==> config.mk <==
export PLATFORM = sky130hd
export DESIGN_NAME = egr_rd_req_gen
export DESIGN_NICKNAME = d
export VERILOG_FILES = /design/src/smm_pkg.sv /design/src/egr_pkg.sv /design/src/egr_rd_req_gen.sv
export SDC_FILE = /design/constraint.sdc
export NUM_CORES = 1
export LEC_CHECK = 0
export BUFFER_PORTS_ARGS = -buffer_cell sky130_fd_sc_hd__buf_2
export CAP_MARGIN = 15
export CORE_MARGIN = 2
export CORE_UTILIZATION = 51
export CTS_BUF_LIST = sky130_fd_sc_hd__clkbuf_4 sky130_fd_sc_hd__clkbuf_8
export DETAILED_ROUTE_END_ITERATION = 10
export GPL_ROUTABILITY_DRIVEN = 0
export GPL_TIMING_DRIVEN = 0
export PLACE_DENSITY_LB_ADDON = 0.05
export SLEW_MARGIN = 5
export SYNTH_ARGS = -nofsm -noshare
export SYNTH_HDL_FRONTEND = slang
export SYNTH_SLANG_ARGS = --single-unit
==> constraint.sdc <==
create_clock -name egress_clock -period 4.4 [get_ports egress_clock]
set_input_delay 0.88 -clock egress_clock [delete_from_list [all_inputs] [get_ports egress_clock]]
set_output_delay 0.88 -clock egress_clock [all_outputs]
set_load 0.02 [all_outputs]
==> src/smm_pkg.sv <==
/*
  Segment memory package
  Word and address widths of the shared segment memory, plus the write,
  read request and read response records used by its clients
*/
`default_nettype none

package smm_pkg;

  // ====================
  // Sizes
  // ====================

  // Data word width
  localparam int smm_word_w = 32;

  // Words held by one segment
  localparam int smm_seg_words = 4;

  // Word address width, wide enough for 64 segments of 4 words
  localparam int smm_addr_w = 8;

  // Sideband port index carried with a read
  localparam int smm_sb_port_w = 2;

  // ====================
  // Records
  // ====================

  // One memory write
  typedef struct packed {
    logic [smm_addr_w-1:0] addr;
    logic [smm_word_w-1:0] data;
  } smm_wr_t;

  // One read request, sideband comes back untouched
  typedef struct packed {
    logic [smm_addr_w-1:0]    addr;
    logic [smm_sb_port_w-1:0] port;
    logic                     sop;
    logic                     eop;
  } smm_rd_req_t;

  // One read response
  typedef struct packed {
    logic [smm_word_w-1:0]    data;
    logic [smm_sb_port_w-1:0] port;
    logic                     sop;
    logic                     eop;
  } smm_rd_rsp_t;

endpackage

`default_nettype wire
==> src/egr_pkg.sv <==
/*
  Egress package
  Packet tag, egress port word and read generator state types
*/
`default_nettype none

package egr_pkg;

  // ====================
  // Widths
  // ====================

  // Port index, same as the memory sideband port
  localparam int egr_port_w = smm_pkg::smm_sb_port_w;

  // Word count field, coded as count minus one
  localparam int egr_cnt_w = $clog2(smm_pkg::smm_seg_words);

  // Segment pointer, upper part of a word address
  localparam int egr_seg_ptr_w = smm_pkg::smm_addr_w - egr_cnt_w;

  // ====================
  // Records
  // ====================

  // One packet tag
  typedef struct packed {
    logic [egr_seg_ptr_w-1:0] seg_ptr;
    // 0 means one word, 3 means four
    logic [egr_cnt_w-1:0]     word_cnt;
    logic [egr_port_w-1:0]    port;
  } egr_tag_t;

  // One word on an egress port
  typedef struct packed {
    logic                            valid;
    logic                            sop;
    logic                            eop;
    logic [smm_pkg::smm_word_w-1:0]  data;
  } egr_port_word_t;

  // ====================
  // States
  // ====================

  // Read request generator
  typedef enum logic [1:0] {
    IDLE,
    POP,
    WAIT_PORT,
    READ
  } egr_rd_state_e;

endpackage

`default_nettype wire

==> src/egr_rd_req_gen.sv <==
/*
  Egress read request generator
  Pops one tag at a time, waits for its port to be enabled and
  issues one segment memory read per word with start and end marks
*/
`default_nettype none
`timescale 1ns/100ps

module egr_rd_req_gen #(
  parameter int NUM_PORTS = 4,
  parameter int MEM_SEGS  = 64
) (
  input  logic                 egress_clock,
  input  logic                 rst,
  input  egr_pkg::egr_tag_t    head_tag,
  input  logic                 not_empty,
  input  logic [NUM_PORTS-1:0] port_enable,
  output logic                 pop,
  output logic                 rd_valid,
  output smm_pkg::smm_rd_req_t rd_req
);

  localparam int SEG_PTR_W = $clog2(MEM_SEGS);
  localparam int ADDR_W    = smm_pkg::smm_addr_w;
  localparam int CNT_W     = egr_pkg::egr_cnt_w;

  egr_pkg::egr_rd_state_e state_q;
  egr_pkg::egr_rd_state_e state_d;

  // Tag being served
  egr_pkg::egr_tag_t tag_q;
  logic [CNT_W-1:0]  word_idx_q;

  logic head_port_en;
  logic tag_port_en;
  logic last_word;

  // Enable of the head tag's port while popping
  assign head_port_en = port_enable[head_tag.port];
  // Enable of the latched tag's port while waiting
  assign tag_port_en  = port_enable[tag_q.port];
  assign last_word    = (word_idx_q == tag_q.word_cnt);

  // ====================
  // Next state
  // ====================
  always_comb begin
    state_d = state_q;
    case (state_q)
      egr_pkg::IDLE: begin
        if (not_empty) begin
          state_d = egr_pkg::POP;
        end
      end
      // Port already on, so the first read follows directly
      egr_pkg::POP: begin
        state_d = head_port_en ? egr_pkg::READ : egr_pkg::WAIT_PORT;
      end
      // Head tag blocks everything behind it
      egr_pkg::WAIT_PORT: begin
        if (tag_port_en) begin
          state_d = egr_pkg::READ;
        end
      end
      // Runs to completion once started
      egr_pkg::READ: begin
        if (last_word) begin
          state_d = egr_pkg::IDLE;
        end
      end
      default: state_d = egr_pkg::IDLE;
    endcase
  end

  always_ff @(posedge egress_clock) begin
    if (rst) begin
      state_q <= egr_pkg::IDLE;
    end else begin
      state_q <= state_d;
    end
  end

  // ====================
  // Tag and word index
  // ====================
  always_ff @(posedge egress_clock) begin
    if (state_q == egr_pkg::POP) begin
      tag_q <= head_tag;
    end
  end

  always_ff @(posedge egress_clock) begin
    if (rst) begin
      word_idx_q <= '0;
    end else if (state_q == egr_pkg::POP) begin
      word_idx_q <= '0;
    end else if (state_q == egr_pkg::READ) begin
      word_idx_q <= word_idx_q + 1'b1;
    end
  end

  // ====================
  // Outputs
  // ====================
  assign pop      = (state_q == egr_pkg::POP);
  assign rd_valid = (state_q == egr_pkg::READ);

  // Word address is pointer times 4 plus index
  assign rd_req.addr = ADDR_W'({tag_q.seg_ptr[SEG_PTR_W-1:0], word_idx_q});
  assign rd_req.port = tag_q.port;
  assign rd_req.sop  = (word_idx_q == '0);
  assign rd_req.eop  = last_word;

endmodule

`default_nettype wire

==> reports/metrics.csv <==
metric,value,unit
critical path required time,3.52,ns
number of synthesized register bits,14,
Placed Area,883,um2
synth unique cells,19,
antenna fix cells,0,
Pwr Total,0.000492,W
largest net degree at the start of global routing,15,
crit end category,output port,
Mapped Area,714,um2
Starting DRT DRC Count,10,
Routed WL per cell,11.2,um
P_sw,0.000167,W
Num CTS Buffers,3,
FF-to-FF path depth,5,
Buffers on Ports,30,
Synth area leader,edfxtp_1,
Initial Util,54.9,%
fmax,420,MHz
Synth-to-Final Area Change,28.7,%
DR vias/cell,4.88,
design area,920,um2
top_reg_cell synth,edfxtp_1,
Die Height,41.4,um
DRC Markers,0,
router iterations before antenna repair,2,
Root Buffer,clkbuf_4,
Die X,41.4,um
CP Depth,3,
CP peak stage delay,0.51,ns
wire length on met3,71,um
# nets final,111,
Detail Route Antenna Nets,0,
vias in the first global route,477,
Non-Filler Instances,103,
GRT Total Usage,15.1,%
final core utilization,70.7,%
"Clk Latency, worst-skew pair",0.27,ns
CTS tree,yes,
setup tns final,0,ns
Die Area,1720,um2
"Hold-fix buffers, CTS",0,
initial antenna violation count,0,
crit-path cells,inv_1 -> ha_1 -> buf_2,
Min-Delay Path Class,reg2reg,
Commonest cells post-synth,"edfxtp_1, buf_4, ha_1",
layout cell share with drive strength beyond 1,53.4,%
"Hold Vio Cnt, Final",0,
maximum VDD drop,0.373,mV
Flop pwr share,41.4,%
share of the synthesized area in the top cell type,42.0,%
Min-Delay Path Depth,2,
Synth Area per Inst,13.2,um2
"EDFF count, synth",10,
number of gates resized after CTS,0,
Startpoint Class,flop,
"Clk pin slew, worst setup/hold paths",0.08,ns
synth warn,0,
Tmin final,2.38,ns
CTS max path bufs,2,
I/O Pins,31,
crit path kind,reg2out,
Synth Instances,54,
max-slew violations,0,
post-synthesis sequential area ratio,53.2,%
worst path bufs/invs,2,
skew final,0.00303,ns
GR Overflow Total,0,
met1 WL,437,um
power share of the clock group,17.7,%
status,"finished, final reports clean",
maxcap violations,0,
P_int,0.000325,W
dpl hpwl,967,um
"count leader, synth",edfxtp_1,
Slew headroom,62.6,%
Core Box Area,1300,um2
"Setup Fix Bufs, Post-CTS",0,
highest routed metal layer,met4,
final setup fails,0,
Placed Cells,99,
Pwr Density,535,nW/um2
crit path max fanout,14,
first-pass GRT wire length,2000,um
"Slowest-stage cell, CP",ha_1,
TritonCTS sink count,14,
Tcrit/Tclk final,54.1,%
Comb pwr share,40.9,%
Syn Nets,76,
Post-Route WL,1150,um
Fillers,102,
htree depth,1,
wire length on met2,634,um
"top cells by area, synth","edfxtp_1, dfxtp_1, buf_4, ha_1, mux4_2",
RSZ-0062 raised after global routing,no,
Leak,0.421,nW
"Async S/R FF share, synth",0,%
sw frac,33.9,%
"delay-heaviest family, CP",adder cells,
Worst Tran Pin Value,0.561,ns
via count,503,
# rows,13,
Crit path arrival time,1.50,ns
-- cell families (layout without fill, tap and decap cells) --
group	Yosys count	in the layout	share of synthesized area, %
buffers and inverters	13	47	11.6
flip-flops	14	14	53.2
AO/OA/AOI/OAI	4	4	3.85
AND/OR/NAND/NOR	11	11	9.81
multiplexers	4	4	9.11
adder cells (fa/ha/maj)	5	5	8.76
XOR/XNOR	3	3	3.68
-- worst paths after layout --
check,from,to,slack [ns]
max,state_q[1]$_SDFFE_PP0P_,pop,2.02
min,state_q[1]$_SDFFE_PP0P_,state_q[1]$_SDFFE_PP0P_,0.54
max reg2reg,state_q[1]$_SDFFE_PP0P_,state_q[0]$_SDFFE_PP0P_,2.82
min reg2reg,state_q[1]$_SDFFE_PP0P_,state_q[1]$_SDFFE_PP0P_,0.54
-- through the flow --
step / setup slack (ns) / hold WS [ns]
final: 2.02 / 0.539
after global routing: 1.88 / 0.567
after CTS: 1.98 / 0.546
after detailed placement: 2.28 / 0.535
after global placement: 2.29 / 0.525
after floorplan: 2.50 / 0.484
-- registers in the layout, indices dropped and copies added (netlist names) --
signal / count
state_q: 2
tag_q: 2
word_idx_q: 2
rd_req: 8
-- power by group through the flow --
stage / clock network [W] / logic, W / registers (W)
3_5_place_dp: 0 / 0.000203 / 0.000208
5_1_grt: 0.0000942 / 0.000222 / 0.000209
2_1_floorplan: 0 / 0.000153 / 0.000203
4_1_cts: 0.0000905 / 0.000204 / 0.000205
6_report: 0.0000869 / 0.000201 / 0.000204
3_3_place_gp: 0 / 0.000199 / 0.000206
-- worst register-to-register path, delay by kind of cell, from the launching register on --
kind            cells  cell delay, ns
flops               1            0.35
buf+inv             1            0.10
compound gates      2            0.31
simple gates        1            0.22
fa+ha+maj           1            0.52
-- layout make-up --
cell class	count	area [um2]	area share [%]
flip-flops and latches	14	380	41.4
multi-input cells	27	251	27.3
repair buffers	30	150	16.3
plain buffers	9	67.6	7.35
clock buffers	4	36.3	3.95
well taps	15	18.8	2.04
inverters	4	15.0	1.63
-- layer usage --
layer / global-route usage (%) / vias to the layer above
met5: 0 / -
met4: 5.81 / 0
met3: 2.61 / 2
met2: 28.7 / 18
met1: 16.3 / 233
li1: - / 250
-- cell usage in the layout (no fill, tap or decap) --
master,instances
ha_1,5
nand2_1,1
buf_2,30
nand3b_1,2
a211oi_2,1
edfxtp_1,10
xor2_1,2
dfxtp_1,4
clkbuf_8,1
xnor2_1,1
inv_1,4
buf_4,9
nor2_1,1
a21oi_1,1
clkbuf_4,3
mux4_2,2
nand2b_1,3
o21ai_0,2
mux2i_1,2
and4b_1,1
nor3_1,2
nor2b_2,1
(Power assumes the default switching activity.)
