<file path="config.mk">
export PLATFORM = sky130hd
export DESIGN_NAME = egr_port_tx
export DESIGN_NICKNAME = d
export VERILOG_FILES = /design/src/smm_pkg.sv /design/src/egr_pkg.sv /design/src/egr_port_tx.sv
export SDC_FILE = /design/constraint.sdc
export NUM_CORES = 1
export LEC_CHECK = 0
export BUFFER_PORTS_ARGS = -buffer_cell sky130_fd_sc_hd__buf_2
export CAP_MARGIN = 20
export CELL_PAD_IN_SITES_DETAIL_PLACEMENT = 2
export CELL_PAD_IN_SITES_GLOBAL_PLACEMENT = 2
export CORE_MARGIN = 4
export CORE_UTILIZATION = 38
export CTS_BUF_LIST = sky130_fd_sc_hd__clkbuf_2
export CTS_CLUSTER_SIZE = 14
export DETAILED_ROUTE_END_ITERATION = 12
export HOLD_SLACK_MARGIN = 0.06
export PLACE_DENSITY_LB_ADDON = 0.1
export SYNTH_ARGS = -nofsm -noshare
export SYNTH_HDL_FRONTEND = slang
export SYNTH_SLANG_ARGS = --single-unit
</file>
<file path="constraint.sdc">
create_clock -name egress_clock -period 7.86 [get_ports egress_clock]
set_input_delay 0.786 -clock egress_clock [delete_from_list [all_inputs] [get_ports egress_clock]]
set_output_delay 0.786 -clock egress_clock [all_outputs]
set_load 0.01 [all_outputs]
</file>
<file path="src/smm_pkg.sv">
/*
  Segment memory package
  Word and address widths of the shared segment memory, plus the write,
  read request and read response records used by its clients
*/
`default_nettype none

package smm_pkg;

  // ====================
  // Sizes
  // ====================

  // Data word width
  localparam int smm_word_w = 32;

  // Words held by one segment
  localparam int smm_seg_words = 4;

  // Word address width, wide enough for 64 segments of 4 words
  localparam int smm_addr_w = 8;

  // Sideband port index carried with a read
  localparam int smm_sb_port_w = 2;

  // ====================
  // Records
  // ====================

  // One memory write
  typedef struct packed {
    logic [smm_addr_w-1:0] addr;
    logic [smm_word_w-1:0] data;
  } smm_wr_t;

  // One read request, sideband comes back untouched
  typedef struct packed {
    logic [smm_addr_w-1:0]    addr;
    logic [smm_sb_port_w-1:0] port;
    logic                     sop;
    logic                     eop;
  } smm_rd_req_t;

  // One read response
  typedef struct packed {
    logic [smm_word_w-1:0]    data;
    logic [smm_sb_port_w-1:0] port;
    logic                     sop;
    logic                     eop;
  } smm_rd_rsp_t;

endpackage

`default_nettype wire
</file>
<file path="src/egr_pkg.sv">
/*
  Egress package
  Packet tag, egress port word and read generator state types
*/
`default_nettype none

package egr_pkg;

  // ====================
  // Widths
  // ====================

  // Port index, same as the memory sideband port
  localparam int egr_port_w = smm_pkg::smm_sb_port_w;

  // Word count field, coded as count minus one
  localparam int egr_cnt_w = $clog2(smm_pkg::smm_seg_words);

  // Segment pointer, upper part of a word address
  localparam int egr_seg_ptr_w = smm_pkg::smm_addr_w - egr_cnt_w;

  // ====================
  // Records
  // ====================

  // One packet tag
  typedef struct packed {
    logic [egr_seg_ptr_w-1:0] seg_ptr;
    // 0 means one word, 3 means four
    logic [egr_cnt_w-1:0]     word_cnt;
    logic [egr_port_w-1:0]    port;
  } egr_tag_t;

  // One word on an egress port
  typedef struct packed {
    logic                            valid;
    logic                            sop;
    logic                            eop;
    logic [smm_pkg::smm_word_w-1:0]  data;
  } egr_port_word_t;

  // ====================
  // States
  // ====================

  // Read request generator
  typedef enum logic [1:0] {
    IDLE,
    POP,
    WAIT_PORT,
    READ
  } egr_rd_state_e;

endpackage

`default_nettype wire

</file>
<file path="src/egr_port_tx.sv">
/*
  Egress port transmit stage
  Steers each read response onto the output register of its port,
  with start and end of packet marks
*/
`default_nettype none
`timescale 1ns/100ps

module egr_port_tx #(
  parameter int NUM_PORTS = 4
) (
  input  logic                   egress_clock,
  input  logic                   rst,
  input  logic                   rsp_valid,
  input  smm_pkg::smm_rd_rsp_t   rd_rsp,
  output egr_pkg::egr_port_word_t port_out [NUM_PORTS]
);

  localparam int PORT_W = egr_pkg::egr_port_w;

  // Per port registers
  logic [NUM_PORTS-1:0]           valid_q;
  logic [NUM_PORTS-1:0]           sop_q;
  logic [NUM_PORTS-1:0]           eop_q;
  logic [smm_pkg::smm_word_w-1:0] data_q [NUM_PORTS];

  // One hot port select
  logic [NUM_PORTS-1:0] port_hit;

  always_comb begin
    for (int p = 0; p < NUM_PORTS; p++) begin
      port_hit[p] = rsp_valid && (rd_rsp.port == PORT_W'(p));
    end
  end

  // ====================
  // Valid bits
  // ====================
  // Cleared each cycle, set only on the hit port
  always_ff @(posedge egress_clock) begin
    if (rst) begin
      valid_q <= '0;
    end else begin
      valid_q <= port_hit;
    end
  end

  // ====================
  // Payload
  // ====================
  always_ff @(posedge egress_clock) begin
    for (int p = 0; p < NUM_PORTS; p++) begin
      if (port_hit[p]) begin
        data_q[p] <= rd_rsp.data;
        sop_q[p]  <= rd_rsp.sop;
        eop_q[p]  <= rd_rsp.eop;
      end
    end
  end

  // Pack into port words
  always_comb begin
    for (int p = 0; p < NUM_PORTS; p++) begin
      port_out[p].valid = valid_q[p];
      port_out[p].sop   = sop_q[p];
      port_out[p].eop   = eop_q[p];
      port_out[p].data  = data_q[p];
    end
  end

endmodule

`default_nettype wire

</file>
==> results of run 1 <==
synth_stat cells:
master,number
edfxtp_1,136
dfxtp_1,4
and3b_2,2
and4bb_2,2
and3_2,1
and4b_1,1
nor3b_1,1
nor4b_2,1
logic make-up after synthesis:
| group | share of synthesized area |
|---|---|
| DFF | 0.980 |
| and+or+nand+nor | 0.0200 |
through the flow:
step,instance area [µm²],hold slack (ps),setup slack [ps],std cells
3_3_place_gp,5330,995,5670,467
2_1_floorplan,4250,857,4050,148
==> metrics, run 1 <==
post-synthesis cell area=4250 µm²; Ys Warns=0; Post-Syn Instances=148; DIE HEIGHT=114 µm; Synth cell types=8; Seq cells post-synth=140; post-synthesis sequential area ratio=0.980; Area contributors post-synth=edfxtp_1 (96%), dfxtp_1 (1.9%), and4bb_2 (0.59%); top cell type's share of synthesized area=0.961; run status=stopped before the end; Yosys top cell by area=edfxtp_1; Syn Nets=187; detailed-placement wirelength estimate=roughly 8000 µm; DIE WIDTH=114 µm; # IOs=179; GP Congestion=0.696; Avg Inst Size Synth=roughly 29 µm²; Fail Step=detailed placement; Initial Utilization=0.390; tool error=[ERROR DPL-0033] detailed placement checks failed during check placement.; port buffer count=178; # rows=38
==> run 2, diff against run 1 <==
==> config.mk (replaced) <==
export PLATFORM = sky130hd
export DESIGN_NAME = egr_port_tx
export DESIGN_NICKNAME = d
export VERILOG_FILES = /design/src/smm_pkg.sv /design/src/egr_pkg.sv /design/src/egr_port_tx.sv
export SDC_FILE = /design/constraint.sdc
export NUM_CORES = 1
export LEC_CHECK = 0
export BUFFER_PORTS_ARGS = -buffer_cell sky130_fd_sc_hd__buf_2
export CAP_MARGIN = 20
export CORE_MARGIN = 4
export CORE_UTILIZATION = 40
export DETAILED_ROUTE_END_ITERATION = 12
export PLACE_DENSITY_LB_ADDON = 0.15
export SYNTH_ARGS = -nofsm -noshare
export SYNTH_HDL_FRONTEND = slang
export SYNTH_SLANG_ARGS = --single-unit
==> metrics, run 2 <==
total track usage=0.144; Largest delay share family, worst path=flip-flops; Slowest-stage cell, CP=edfxtp_1; Initial Utilization=0.412; Lkg Pwr=2.30 nW; CP arrival=1050 ps; Placement Setup Slack=5650 ps; Yosys top cell by area=edfxtp_1; Fillers=between 700 and 800; # IOs=179; DIE WIDTH=111 µm; Setup TNS=0 ps; Startpoint Class=flop; hold-fix buffers at CTS=0; Slew @ Worst Pin=963 ps; CTS clk-pin slew, worst paths=60 ps; GP Congestion=0.713; Final Non-Filler Cells=roughly 500; GRT Residual Overflow=0; Iter 0 DRT Violations=82; main flop type after synthesis=edfxtp_1; commonest non-fill, non-tap cell in the layout=buf_2; post-synthesis cell area=4250 µm²; clock sinks=140; crit path max fanout=1; first-pass GRT wire length=13200 µm; Core ar.=10300 µm²; DIE HEIGHT=111 µm; max incr delay on CP=around 400 ps; Final Cycle Share=0.233; Hold Path Class=input port to flop; Post-synth top cells=edfxtp_1 (136), dfxtp_1 (4), and3b_2 (2), and4bb_2 (2); vias=2160; maximum vdd ir drop=0.000139 V; Layout Utilization=0.568; max_cap viols=0; CTS Root Cell=clkbuf_8; Setup-failing EPs final=0; FF/Latch Area=4160 µm²; Avg Inst Size Synth=28.7 µm²; Crit. End Element=output port; post_cts resized=0; largest net degree at the start of global routing=35; clock buffer depth=2; detailed-placement wirelength estimate=5690 µm; Hold Slack=494 ps; TritonCTS Buffers=17; DR pass1 iterations=4; WL final=8620 µm; setup ws final=6030 ps; # rows=37; Achievable Freq=545 MHz; Ys Warns=0; Post-synth EDFFs=136; Synth cell types=8; share of cells above drive strength 1=0.589; Final Hold Fails=0; CP Cell Sequence=buf_2; Vias/cell=4.35; fin crit period=1830 ps; Area contributors post-synth=edfxtp_1 (96%), dfxtp_1 (1.9%), and4bb_2 (0.59%); PwrDens=roughly 280 nW/µm²; critical path type=flop to output port; area post-placement=5330 µm²; max reg flops=128; fin area=5860 µm²; post-synthesis sequential area ratio=0.980; Cells after DPL=between 400 and 500; port buffer count=178; ys async rst share=0; top cell type's share of synthesized area=0.961; Post-DRT Antenna Nets=0; Req. time, crit path=7070 ps; Seq cells post-synth=140; worst path bufs/invs=1; Slew HR=0.358; P&R area growth vs syn=38.0%; Nets=386; total power=1.66 mW; WL/cell=about 17 µm; run status=finished clean; Biggest register=data_q; die area=approximately 12000 µm²; vias in the first global route=2310; most frequent cells in the layout=buf_2 (178), edfxtp_1 (136), clkbuf_16 (16); Setup Fix Bufs, Post-CTS=0; Post-Syn Instances=148; initial antenna violation count=0; RSZ-0062 raised after global routing=false; Max Slew Vio Count=0; H-tree Lvls=4; CTS tree=built; number of remaining DRC errors=0; multi-input logic area=about 90 µm²; Syn Nets=around 190; top-count cell post-synth=edfxtp_1; Antenna Cells=0
run 2: cell counts after synthesis:
Identical to the previous run, type by type.
run 2: layer usage:
metal | vias up | GRT usage | part of all wire
li1 | 1006 | - | -
met1 | 1036 | 0.164 | 0.39
met2 | 107 | 0.230 | 0.48
met3 | 11 | 0.0830 | 0.11
met4 | 0 | 0.0470 | 0.013
met5 | - | 0 | 0
run 2: layout make-up:
type                       instances  share of cell area
sequential                       140               0.710
timing repair buffer             180               0.154
clock buffer                      24              0.0751
clock inverter                     8              0.0160
tap                              136              0.0290
multi-input combinational          8              0.0154
run 2: power by group:
part	switching, mW	internal [mW]	leakage (nW)
logic	0.0517	0.0300	0.754
clock network	0.262	0.449	0.265
registers	0.00860	0.858	1.28
run 2: final timing paths:
path / depth (start not counted) / from / endpoint / slack (ps)
max: 1 / data_q[0][29]$_DFFE_PP_ / port_out[134] / 6030
min: 2 / rst / valid_q[0]$_SDFF_PP0_ / 490
run 2: cell families after synthesis:
| kind of cell | count (synthesis) | synth area share |
|---|---|---|
| simple gates | 8 | 0.0200 |
| flops | 140 | 0.980 |
Power figures use the tool's default switching activity.
==> run 3, diff against run 2 <==
==> constraint.sdc (replaced) <==
create_clock -name egress_clock -period 1.5 [get_ports egress_clock]
set_input_delay 0.15 -clock egress_clock [delete_from_list [all_inputs] [get_ports egress_clock]]
set_output_delay 0.15 -clock egress_clock [all_outputs]
set_load 0.01 [all_outputs]
==> metrics, run 3 (synthesized netlist as in run 2, its figures left out) <==
run status=finished clean; Nets=427; CTS clk-pin slew, worst paths=60 ps; Iter 0 DRT Violations=roughly 120; Cells after DPL=468; vias in the first global route=2454; Setup TNS=0 ps; Max Slew Vio Count=0; number of remaining DRC errors=0; worst path bufs/invs=3; # rows=37; GRT Residual Overflow=0; met2 Use GR=0.239; Slowest-stage cell, CP=dlygate4sd3_1; Slew @ Worst Pin=267 ps; Setup-failing EPs final=0; max_cap viols=0; CP Cell Sequence=dlygate4sd3_1, buf_2, nor3b_4, buf_4; Setup Fix Bufs, Post-CTS=0; met1 usage=0.176; Sw Ratio=0.202; max incr delay on CP=530 ps; Net Sw Power=between 1.5 and 2 mW; total track usage=0.150; Fillers=around 750; max reg flops=128; crit path max fanout=16; Core ar.=10300 µm²; Crit. End Element=flop; H-tree Lvls=4; hold-fix buffers at CTS=37; Vias/cell=4.39; initial antenna violation count=0; clock sinks=140; worst hold path stage count=2; DR pass1 iterations=4; Achievable Freq=807 MHz; largest net degree at the start of global routing=35; Lkg Pwr=2.51 nW; Biggest register=data_q; DIE WIDTH=approximately 110 µm; maximum vdd ir drop=~0.00069 V; first-pass GRT wire length=around 14000 µm; PwrDens=1430 nW/µm²; clock buffer depth=2; WL final=9110 µm; CTS tree=built; multi-input logic area=96.3 µm²; Logic pwr share=0.058; post_cts resized=0; GRT Max-Usage Layer=met2; CP arrival=1410 ps; vias=~2400; port buffer count=178; Slew HR=0.822; DIE HEIGHT=approximately 110 µm; # IOs=179; Req. time, crit path=1680 ps; Startpoint Class=input port; Internal=7.26 mW; Hold Path Class=input port to flop; Final Hold Fails=0; worst hold start=rd_rsp[3]; RSZ-0062 raised after global routing=false; Post-DRT Antenna Nets=0; Final Cycle Share=0.826; die area=12300 µm²; commonest non-fill, non-tap cell in the layout=buf_2; Initial Utilization=0.412; TritonCTS Buffers=17; Clock power frac=0.443; Antenna Cells=0; GP Congestion=0.708; most frequent cells in the layout=buf_2 (178), edfxtp_1 (136), dlygate4sd3_1 (37); CTS Root Cell=clkbuf_8; Min-Delay Endpoint=valid_q[3]$_SDFF_PP0_; Largest delay share family, worst path=buffers and inverters; WL/cell=17.0 µm; Final Non-Filler Cells=about 540; detailed-placement wirelength estimate=between 5000 and 6000 µm; met3 global-route usage=0.0671; critical path type=input port to flop; sequential power share=0.500; fin crit period=around 1200 ps; P&R area growth vs syn=49.9%; share of cells above drive strength 1=0.555; FF/Latch Area=~4200 µm²
[run 3: changes by cell type in the layout (fill, tap and decap cells not counted)]
cell           before  now
nor3b_2             1    0
clkinv_2            5    4
dlygate4sd3_1       0   37
clkinvlp_4          0    3
inv_6               0    3
bufinv_16           2    3
buf_12              0    4
nor3b_4             0    1
clkbuf_1            7    0
[run 3: worst max path at each step]
stage	cells past startpoint	startpoint	to
after floorplan	1	rd_rsp[2]	data_q[0][0]$_DFFE_PP_
after global placement	3	rd_rsp[2]	data_q[0][11]$_DFFE_PP_
after detailed placement	3	rd_rsp[2]	data_q[0][20]$_DFFE_PP_
after CTS	1	data_q[2][23]$_DFFE_PP_	port_out[58]
after global routing	4	rsp_valid	valid_q[0]$_SDFF_PP0_
final	4	rsp_valid	data_q[0][12]$_DFFE_PP_
[run 3: cell type report]
type	count	share of cell area
Sequential cell	140	0.654
Timing Repair Buffer	221	0.213
Clock buffer	17	0.0650
Tap cell	136	0.0267
Clock inverter	14	0.0263
Multi-Input combinational cell	8	0.0151
[run 3: power groups by stage]
stage	registers (mW)	clock network, mW	logic (mW)
final	4.55	4.03	0.523
after global routing	4.56	4.31	0.565
after CTS	4.55	4.10	0.533
after detailed placement	4.63	0	0.459
after global placement	4.63	0	0.451
after floorplan	4.72	0	0.0474
[run 3: per-layer routing]
| layer | up-vias | share of wire |
|---|---|---|
| li1 | 1092 | - |
| met1 | 1129 | 0.39 |
| met2 | 121 | 0.49 |
| met3 | 11 | 0.10 |
| met4 | 0 | 0.013 |
| met5 | - | 0 |
[run 3: metrics by stage]
step / setup WS (ps) / util / hold WS, ps / cell area, µm² / total power, mW
6_report: 261 / 0.617 / 45.0 / 6370 / 9.10
5_1_grt: 212 / 0.617 / 32.1 / 6370 / 9.43
3_5_place_dp: 299 / 0.525 / 362 / 5420 / 5.09
3_3_place_gp: 317 / 0.525 / 358 / 5420 / 5.08
4_1_cts: 249 / 0.617 / 15.1 / 6370 / 9.18
2_1_floorplan: 9.97 / - / 221 / 4260 / 4.77
