File: src/smm_pkg.sv
/*
  Segment memory package
  Word and address widths of the shared segment memory, plus the write,
  read request and read response records used by its clients
*/
`default_nettype none

package smm_pkg;

  // ====================
  // Sizes
  // ====================

  // Data word width
  localparam int smm_word_w = 32;

  // Words held by one segment
  localparam int smm_seg_words = 4;

  // Word address width, wide enough for 64 segments of 4 words
  localparam int smm_addr_w = 8;

  // Sideband port index carried with a read
  localparam int smm_sb_port_w = 2;

  // ====================
  // Records
  // ====================

  // One memory write
  typedef struct packed {
    logic [smm_addr_w-1:0] addr;
    logic [smm_word_w-1:0] data;
  } smm_wr_t;

  // One read request, sideband comes back untouched
  typedef struct packed {
    logic [smm_addr_w-1:0]    addr;
    logic [smm_sb_port_w-1:0] port;
    logic                     sop;
    logic                     eop;
  } smm_rd_req_t;

  // One read response
  typedef struct packed {
    logic [smm_word_w-1:0]    data;
    logic [smm_sb_port_w-1:0] port;
    logic                     sop;
    logic                     eop;
  } smm_rd_rsp_t;

endpackage

`default_nettype wire
File: src/egr_pkg.sv
/*
  Egress package
  Packet tag, egress port word and read generator state types
*/
`default_nettype none

package egr_pkg;

  // ====================
  // Widths
  // ====================

  // Port index, same as the memory sideband port
  localparam int egr_port_w = smm_pkg::smm_sb_port_w;

  // Word count field, coded as count minus one
  localparam int egr_cnt_w = $clog2(smm_pkg::smm_seg_words);

  // Segment pointer, upper part of a word address
  localparam int egr_seg_ptr_w = smm_pkg::smm_addr_w - egr_cnt_w;

  // ====================
  // Records
  // ====================

  // One packet tag
  typedef struct packed {
    logic [egr_seg_ptr_w-1:0] seg_ptr;
    // 0 means one word, 3 means four
    logic [egr_cnt_w-1:0]     word_cnt;
    logic [egr_port_w-1:0]    port;
  } egr_tag_t;

  // One word on an egress port
  typedef struct packed {
    logic                            valid;
    logic                            sop;
    logic                            eop;
    logic [smm_pkg::smm_word_w-1:0]  data;
  } egr_port_word_t;

  // ====================
  // States
  // ====================

  // Read request generator
  typedef enum logic [1:0] {
    IDLE,
    POP,
    WAIT_PORT,
    READ
  } egr_rd_state_e;

endpackage

`default_nettype wire

File: src/egr_tag_queue.sv
/*
  Egress tag queue
  Circular FIFO of packet tags with full and not-empty levels,
  drops pushes while full and keeps a sticky overflow flag
*/
`default_nettype none
`timescale 1ns/100ps

module egr_tag_queue #(
  parameter int TAG_DEPTH = 8
) (
  input  logic              egress_clock,
  input  logic              rst,
  input  logic              push,
  input  egr_pkg::egr_tag_t push_tag,
  input  logic              pop,
  output egr_pkg::egr_tag_t head_tag,
  output logic              not_empty,
  output logic              full,
  output logic              overflow
);

  localparam int PTR_W = (TAG_DEPTH > 1) ? $clog2(TAG_DEPTH) : 1;
  localparam int CNT_W = $clog2(TAG_DEPTH + 1);

  // Tag storage, no reset
  egr_pkg::egr_tag_t tag_mem [TAG_DEPTH];

  logic [PTR_W-1:0] wr_ptr_q;
  logic [PTR_W-1:0] rd_ptr_q;
  logic [CNT_W-1:0] count_q;
  logic             push_ok;

  // Pointer step with wrap for any depth
  function automatic logic [PTR_W-1:0] ptr_inc(input logic [PTR_W-1:0] ptr);
    if (ptr == PTR_W'(TAG_DEPTH - 1)) begin
      return '0;
    end else begin
      return ptr + 1'b1;
    end
  endfunction

  // Levels
  assign full      = (count_q == CNT_W'(TAG_DEPTH));
  assign not_empty = (count_q != '0);
  assign push_ok   = push && !full;

  // Head seen one cycle after its push
  assign head_tag = tag_mem[rd_ptr_q];

  // ====================
  // Storage
  // ====================
  always_ff @(posedge egress_clock) begin
    if (push_ok) begin
      tag_mem[wr_ptr_q] <= push_tag;
    end
  end

  // ====================
  // Pointers and count
  // ====================
  always_ff @(posedge egress_clock) begin
    if (rst) begin
      wr_ptr_q <= '0;
      rd_ptr_q <= '0;
      count_q  <= '0;
      overflow <= 1'b0;
    end else begin
      if (push_ok) begin
        wr_ptr_q <= ptr_inc(wr_ptr_q);
      end
      // Only the generator pops, and only when not empty
      if (pop) begin
        rd_ptr_q <= ptr_inc(rd_ptr_q);
      end
      case ({push_ok, pop})
        2'b10:   count_q <= count_q + 1'b1;
        2'b01:   count_q <= count_q - 1'b1;
        default: count_q <= count_q;
      endcase
      // Sticky until reset
      if (push && full) begin
        overflow <= 1'b1;
      end
    end
  end

endmodule

`default_nettype wire

File: config.mk
export PLATFORM = sky130hd
export DESIGN_NAME = egr_tag_queue
export DESIGN_NICKNAME = d
export VERILOG_FILES = /design/src/smm_pkg.sv /design/src/egr_pkg.sv /design/src/egr_tag_queue.sv
export SDC_FILE = /design/constraint.sdc
export NUM_CORES = 1
export LEC_CHECK = 0
export BUFFER_PORTS_ARGS = -buffer_cell sky130_fd_sc_hd__buf_2
export CORE_ASPECT_RATIO = 0.6
export CORE_MARGIN = 2
export CORE_UTILIZATION = 43
export DETAILED_ROUTE_END_ITERATION = 16
export SETUP_SLACK_MARGIN = 0.15
export SYNTH_ARGS = -nofsm -noshare
export SYNTH_HDL_FRONTEND = slang
export SYNTH_SLANG_ARGS = --single-unit
File: constraint.sdc
create_clock -name egress_clock -period 6.4 [get_ports egress_clock]
set_input_delay 0.64 -clock egress_clock [delete_from_list [all_inputs] [get_ports egress_clock]]
set_output_delay 0.64 -clock egress_clock [all_outputs]
set_load 0.01 [all_outputs]
==> summary.md, run 1 <==
| Metric | Value |
|---|---|
| # hold bufs at CTS | `0` |
| Static leakage | `1.47 nW` |
| Fin Clk Skew | `0.00613 ns` |
| Vias post-DR | `1780` |
| Clk slew on worst S/H paths | `0.06 ns` |
| CP Max Fanout | `20` |
| Residual DRC | `0` |
| Seq/Total Area, Yosys | `0.726` |
| Layout cell share with drive strength beyond 1 | `0.352` |
| Post-CTS setup buffers | `0` |
| Hold Crit Class | `register to register` |
| Fin. max-slew vios | `0` |
| Post-synth EDFFs | `80` |
| Top delay family on crit path | `flip-flops` |
| Critical path buffer and inverter count | `1` |
| Initial Util | `0.439` |
| Adder-Cell Fraction of Synth Area | `0.0237` |
| Design area | `0.00430 mm2` |
| Area grow syn2layout | `16.3%` |
| # IOs | `27` |
| Switching power | `roughly 300 uW` |
| Vias per cell | `5.16` |
| Drt total wl | `between 6000 and 7000 um` |
| Pwr Density | `327 mW/mm2` |
| CP arrival | `2.19 ns` |
| Synth Cell Area | `0.00370 mm2` |
| YS warnings | `0` |
| Cts repair resizes | `0` |
| Main synth FF type | `edfxtp_1` |
| Status | `finished clean` |
| DRT iter0 DRCs | `86` |
| Slowest cell on the critical path | `dfxtp_1` |
| Synth cell types | `28` |
| GRT Total Usage | `0.153` |
| Placement Cell Area | `0.00399 mm2` |
| Total power | `1.41 mW` |
| Initial antenna violation count | `0` |
| Post-route minimum period | `around 2.8 ns` |
| CP Class | `register to output pin` |
| Most frequent cells in the layout | `edfxtp_1, buf_2, mux4_2` |
| Die X | `around 120 um` |
| Core ar. | `roughly 0.0084 mm2` |
| Register share of total power | `0.511` |
| IO Port Bufs | `26` |
| H-tree depth | `3` |
| Clk sinks | `between 90 and 100` |
| Fmax | `between 300 and 400 MHz` |
| Crit start category | `register` |
| Comb pwr share | `0.105` |
| CTS tree | `yes` |
| Maxcap violations | `0` |
| Syn_area_per_cell | `19.4 um2` |
| Die extent in y | `75.8 um` |
| Final Core Density | `0.510` |
| Dpl hpwl | `3900 um` |
| Slew HR | `0.281` |
| Final Cycle Share | `0.442` |
| Wire per inst | `18.2 um` |
| TNS Setup | `0 ns` |
| Most common cell after layout, fill and taps aside | `edfxtp_1` |
| Antenna viol nets, final | `0` |
| First-pass DRT Iterations | `4` |
| Grt ovf | `0` |
| Routability cong. | `0.708` |
| Post-synth ARST share | `0` |
| Setup ws final | `3.57 ns` |
| Multi-input logic area | `977 um2` |
| Clock Tree Buf Depth | `2` |
| FF-to-FF Start | `count_q[1]` |
| Post-synthesis simple-gate area fraction | `0.0484` |
| Fillers | `696` |
| Clk root buf | `clkbuf_16` |
| Final count of hold timing violations | `0` |
| Clock latency on the worst-skew pair | `0.34 ns` |
| Total CTS buffers | `9` |
| Largest net degree at the start of global routing | `21` |
| Clock power share | `0.384` |
| Pre-CTS setup slack | `around 3.7 ns` |
| Mapped Cells | `191` |
| Num rows | `26` |
| Die ar. | `0.00938 mm2` |
| Mux cell area share after synthesis | `0.169` |
| Main combinational cell family by area after synthesis | `multiplexers` |
| RSZ-0062 raised after global routing | `no` |
| CP Cell Sequence | `mux4_2 > mux2_2 > buf_2` |
| Worst hold start | `overflow` |
| Crit end category | `output pin` |
| Xor and xnor area share after synthesis | `0.00711` |
| Number of global-route vias before repair | `~1800` |
| Data required time of the critical path | `between 5 and 6 ns` |
| Area fraction in compound gates after synthesis | `0.0142` |
| Flip-flop and latch area | `0.00268 mm2` |
| Critical Path Max Stage Delay | `0.97 ns` |
| Int Power | `roughly 1.1 mW` |
| Register bit total from synthesis | `94` |
| Switching Share | `0.211` |
| First-pass GRT wire length | `9800 um` |
| Post-Syn Nets | `212` |
| # setup viols final | `0` |
| NumNets Final | `between 200 and 250` |
| ANT cells | `0` |
| Tightest Pin Transition | `1.07 ns` |
| VDD IR max | `0.166 mV` |
## metrics by stage
step	cells	hold WS [ns]
global placement	329	0.453
detailed placement	329	0.458
global route	345	0.517
floorplan	191	0.492
finish	345	0.461
CTS	345	0.471
## tightest hold or removal path, stage by stage (launching register included)
cell	delay [ns]
dfxtp_1	0.32
a21oi_1	0.04
nor2_1	0.07
## sequential cells by signal, summed over array words and instances (netlist names), named ones only
name / flops
count_q: 4
rd_ptr_q: 3
wr_ptr_q: 3
overflow: 1
tag_mem: 80
## metal layers
metal	GRT usage	wire length [um]	part of all wire
met1	0.218	3180	0.51
met2	0.219	2640	0.42
met3	0.0487	339	0.054
met4	0.0682	99	0.016
met5	0	0	0
## path summary, 6_finish.rpt
check / end / slack, ns / cells after the start
worst max register to register: count_q[3] / 3.67 / 7
worst max-delay path: head_tag[7] / 3.57 / 3
worst min register to register: overflow / 0.46 / 2
worst min-delay path: overflow / 0.46 / 2
## synth_stat cells (4+ instances only)
master    number  area (um2)
edfxtp_1      80        2400
mux4_2        20         450
dfxtp_1       14         280
mux2_2        12         135
nor2_1        11        41.3
ha_1           7        87.6
a21oi_1        6        30.0
nor3_1         6        30.0
clkbuf_1       4        15.0
mux2i_1        4        40.0
nand2_1        4        15.0
## final cells by class
cell class                      count  share of cell area
Clock buffer                       11              0.0541
Clock inverter                      5              0.0172
Inverter                            1            0.000873
Multi-Input combinational cell     88               0.227
Sequential cell                    94               0.624
Tap cell                          112              0.0326
Timing Repair Buffer               34              0.0442
## cells by family (layout without fill, tap and decap cells)
group | Yosys count | after routing
DFF | 94 | 94
xor gates and xnor gates | 3 | 3
adders and majority gates | 7 | 7
buffers and inverters | 9 | 51
AOI/OAI and AO/OA | 9 | 9
and+or+nand+nor | 33 | 33
muxes | 36 | 36
## power groups by stage
stage	Clock, mW	Sequential [mW]	Combinational (mW)
floorplan	0	0.723	0.105
global placement	0	0.731	0.149
detailed placement	0	0.731	0.150
CTS	0.556	0.719	0.151
global route	0.576	0.723	0.165
finish	0.541	0.719	0.147
No activity file was read; power rests on OpenSTA's default activity.
==> inputs of run 2 (changes only) <==
clock period = 2.4 ns   (was 6.4 ns; I/O delays follow)
==> run 2 against run 1 <==
  * Combinational power rose to 3.0 times the previous value
  * Sequential power increased to 2.7 times the previous value
  * Wire length increased by 0.73%
  * Design area grew 1.9%
  * Via count rose by 1.3%
  * Clock-buffer cell count unchanged
  * Power grew to 2.6 times the previous value
  * Sequential cell count did not move
==> summary.md, run 2 (synthesis gave the netlist of run 1 again) <==
| Metric | Value |
|---|---|
| Status | `finished clean` |
| Routability cong. | `0.769 (+8.7%)` |
| Worst path depth | `9 (+6)` |
| Tightest Pin Transition | `0.657 ns (-0.417 ns)` |
| Final count of hold timing violations | `0 (unchanged)` |
| Slowest cell on the critical path | `dfxtp_4` |
| First-pass DRT Iterations | `4 (unchanged)` |
| Maxcap violations | `0 (unchanged)` |
| Top reg by flops | `tag_mem` |
| CP arrival | `2.40 ns (+0.21 ns)` |
| Die extent in y | `75.8 um (unchanged)` |
| Largest register FFs | `80 (unchanged)` |
| Register share of total power | `0.533 (+0.022)` |
| Critical Path Max Stage Delay | `0.38 ns (-0.59 ns)` |
| Vias per cell | `5.15 (about the same)` |
| Worst path most repeated cell | `a21oi_1` |
| Int Power | `2.79 mW (+150%)` |
| Num rows | `26 (unchanged)` |
| Post-route minimum period | `2.13 ns` |
| CTS tree | `yes` |
| Slew HR | `0.562 (+0.280)` |
| Clk sinks | `94 (unchanged)` |
| Largest net degree at the start of global routing | `21 (unchanged)` |
| CP Cell Sequence | `nor4b_4 > nand2b_4 > ha_4 > xor2_2 > ha_2 > a21oi_1 > xor2_1 > or3_1 > a21oi_1` |
| Clock power share | `0.343 (-0.041)` |
| Path depth of the worst reg2reg path | `9 (+2)` |
| Switching Share | `0.227 (+0.0155)` |
| Crit end category | `register` |
| Wire per inst | `18.0 um (-0.71%)` |
| Residual DRC | `0 (unchanged)` |
| RSZ-0062 raised after global routing | `no` |
| Pwr Density | `823 mW/mm2 (+150%)` |
| Top Registers | `tag_mem (80), count_q (4)` |
| ANT cells | `0 (unchanged)` |
| Die ar. | `0.00938 mm2 (unchanged)` |
| Drt total wl | `6310 um (+0.73%)` |
| Fin Clk Skew | `0.00520 ns (-0.000922 ns)` |
| Final Cycle Share | `0.888` |
| Core ar. | `0.00843 mm2 (unchanged)` |
| VDD IR max | `0.428 mV (+160%)` |
| Clk root buf | `clkbuf_16` |
| Hold Crit Class | `input pin to register` |
| DRT iter0 DRCs | `152 (+77%)` |
| Clk slew on worst S/H paths | `0.06 ns (about the same)` |
| Fin. max-slew vios | `0 (unchanged)` |
| NumNets Final | `254 (+2.0%)` |
| FF-to-FF End | `count_q[2]` |
| Comb pwr share | `0.124 (+0.019)` |
| Vias post-DR | `1804 (+1.3%)` |
| Dpl hpwl | `3910 um (about the same)` |
| Clock latency on the worst-skew pair | `0.34 ns (about the same)` |
| # setup viols final | `0 (unchanged)` |
| Initial antenna violation count | `0 (unchanged)` |
| R2R Setup Slk | `0.27 ns (-3.40 ns)` |
| First-pass GRT wire length | `9790 um (about the same)` |
| IO Port Bufs | `26 (unchanged)` |
| Grt ovf | `0 (unchanged)` |
| Critical path startpoint | `count_q[1]` |
| Top delay family on crit path | `simple AND/OR/NAND/NOR gates` |
| Layout cell share with drive strength beyond 1 | `0.408 (+0.0556)` |
| Antenna viol nets, final | `0 (unchanged)` |
| Critical path buffer and inverter count | `0 (-1)` |
| TNS Setup | `0 ns (unchanged)` |
| FF-to-FF Start | `count_q[1]` |
| Initial Util | `0.439 (unchanged)` |
| Clock Tree Buf Depth | `2 (unchanged)` |
| Total CTS buffers | `9 (unchanged)` |
| Die X | `124 um (unchanged)` |
| Fmax | `469 MHz` |
| Area grow syn2layout | `18.5%` |
| Most common cell after layout, fill and taps aside | `edfxtp_1` |
| Data required time of the critical path | `2.67 ns (-3.09 ns)` |
| CP Class | `register to register` |
| GRT Total Usage | `0.152 (-0.00121)` |
| H-tree depth | `3 (unchanged)` |
| Crit start category | `register` |
| CP Max Fanout | `7 (-65%)` |
| Number of global-route vias before repair | `1699 (-5.1%)` |
| CP endpoint | `count_q[2]` |
| # IOs | `27 (unchanged)` |
| Most frequent cells in the layout | `edfxtp_1, buf_2, mux4_2` |
| Final Hold Slack | `0.170 ns (-0.291 ns)` |
| Static leakage | `1.49 nW (+1.3%)` |
| Switching power | `818 uW (+180%)` |
[run 2: cell count changes in the layout (fill, tap and decap cells not counted), moves of 2 or more]
cell       delta
buf_4         +4
bufinv_16     -2
dfxtp_1       -3
ha_1          -3
dfxtp_4       +2
ha_4          +2
[run 2: per-stage QoR]
| step | setup WS (ns) | cell area, um2 | power, mW | std cells | utilization |
|---|---|---|---|---|---|
| 3_5_place_dp | 0.157 | 4090 | 2.39 | 331 | 0.485 |
| 2_1_floorplan | 0.155 | 3770 | 2.25 | 191 | - |
| 4_1_cts | 0.219 | 4350 | 3.64 | 348 | 0.517 |
| 5_1_grt | 0.157 | 4380 | 3.77 | 350 | 0.520 |
| 3_3_place_gp | 0.214 | 4090 | 2.39 | 331 | 0.485 |
| 6_report | 0.268 | 4380 | 3.61 | 350 | 0.520 |
[run 2: layout make-up]
| type | count | area, um2 |
|---|---|---|
| Tap cell | 112 | 140 |
| Inverter | 1 | 3.75 |
| Sequential cell | 94 | 2690 |
| Timing Repair Buffer | 39 | 240 |
| Clock inverter | 5 | 26.3 |
| Fill cell | 670 | 4040 |
| Clock buffer | 11 | 233 |
| Multi-Input combinational cell | 88 | 1050 |
[run 2: how the worst min path moves through the flow]
| stage | cells after the start | endpoint | start |
|---|---|---|---|
| final | 1 | tag_mem[0][8] | push_tag[8] |
| after CTS | 1 | tag_mem[0][8] | push_tag[8] |
| after floorplan | 0 | tag_mem[0][0] | push_tag[0] |
| after detailed placement | 2 | overflow | overflow |
| after global placement | 2 | overflow | overflow |
| after global routing | 1 | tag_mem[7][3] | push_tag[3] |
[run 2: power groups by stage]
| stage | logic (mW) | registers, mW | clock network [mW] |
|---|---|---|---|
| CTS | 0.444 | 1.92 | 1.27 |
| detailed placement | 0.438 | 1.95 | 0 |
| global route | 0.493 | 1.93 | 1.34 |
| floorplan | 0.307 | 1.94 | 0 |
| finish | 0.447 | 1.92 | 1.24 |
| global placement | 0.436 | 1.95 | 0 |
[run 2: metal layers]
metal,vias up,global-route usage,part of all wire
li1,852,-,-
met4,0,0.0568,0.016
met5,-,0,0
met2,25,0.205,0.41
met3,12,0.0539,0.039
met1,915,0.227,0.54
[run 2: repair_timing]
item,in CTS,in global routing
hold buffers,0,0
pin swaps,0,2
resized for setup,0,4
endpoints found under the hold margin,0,0
endpoints found under the setup margin,1,2
buffers inserted,1,2
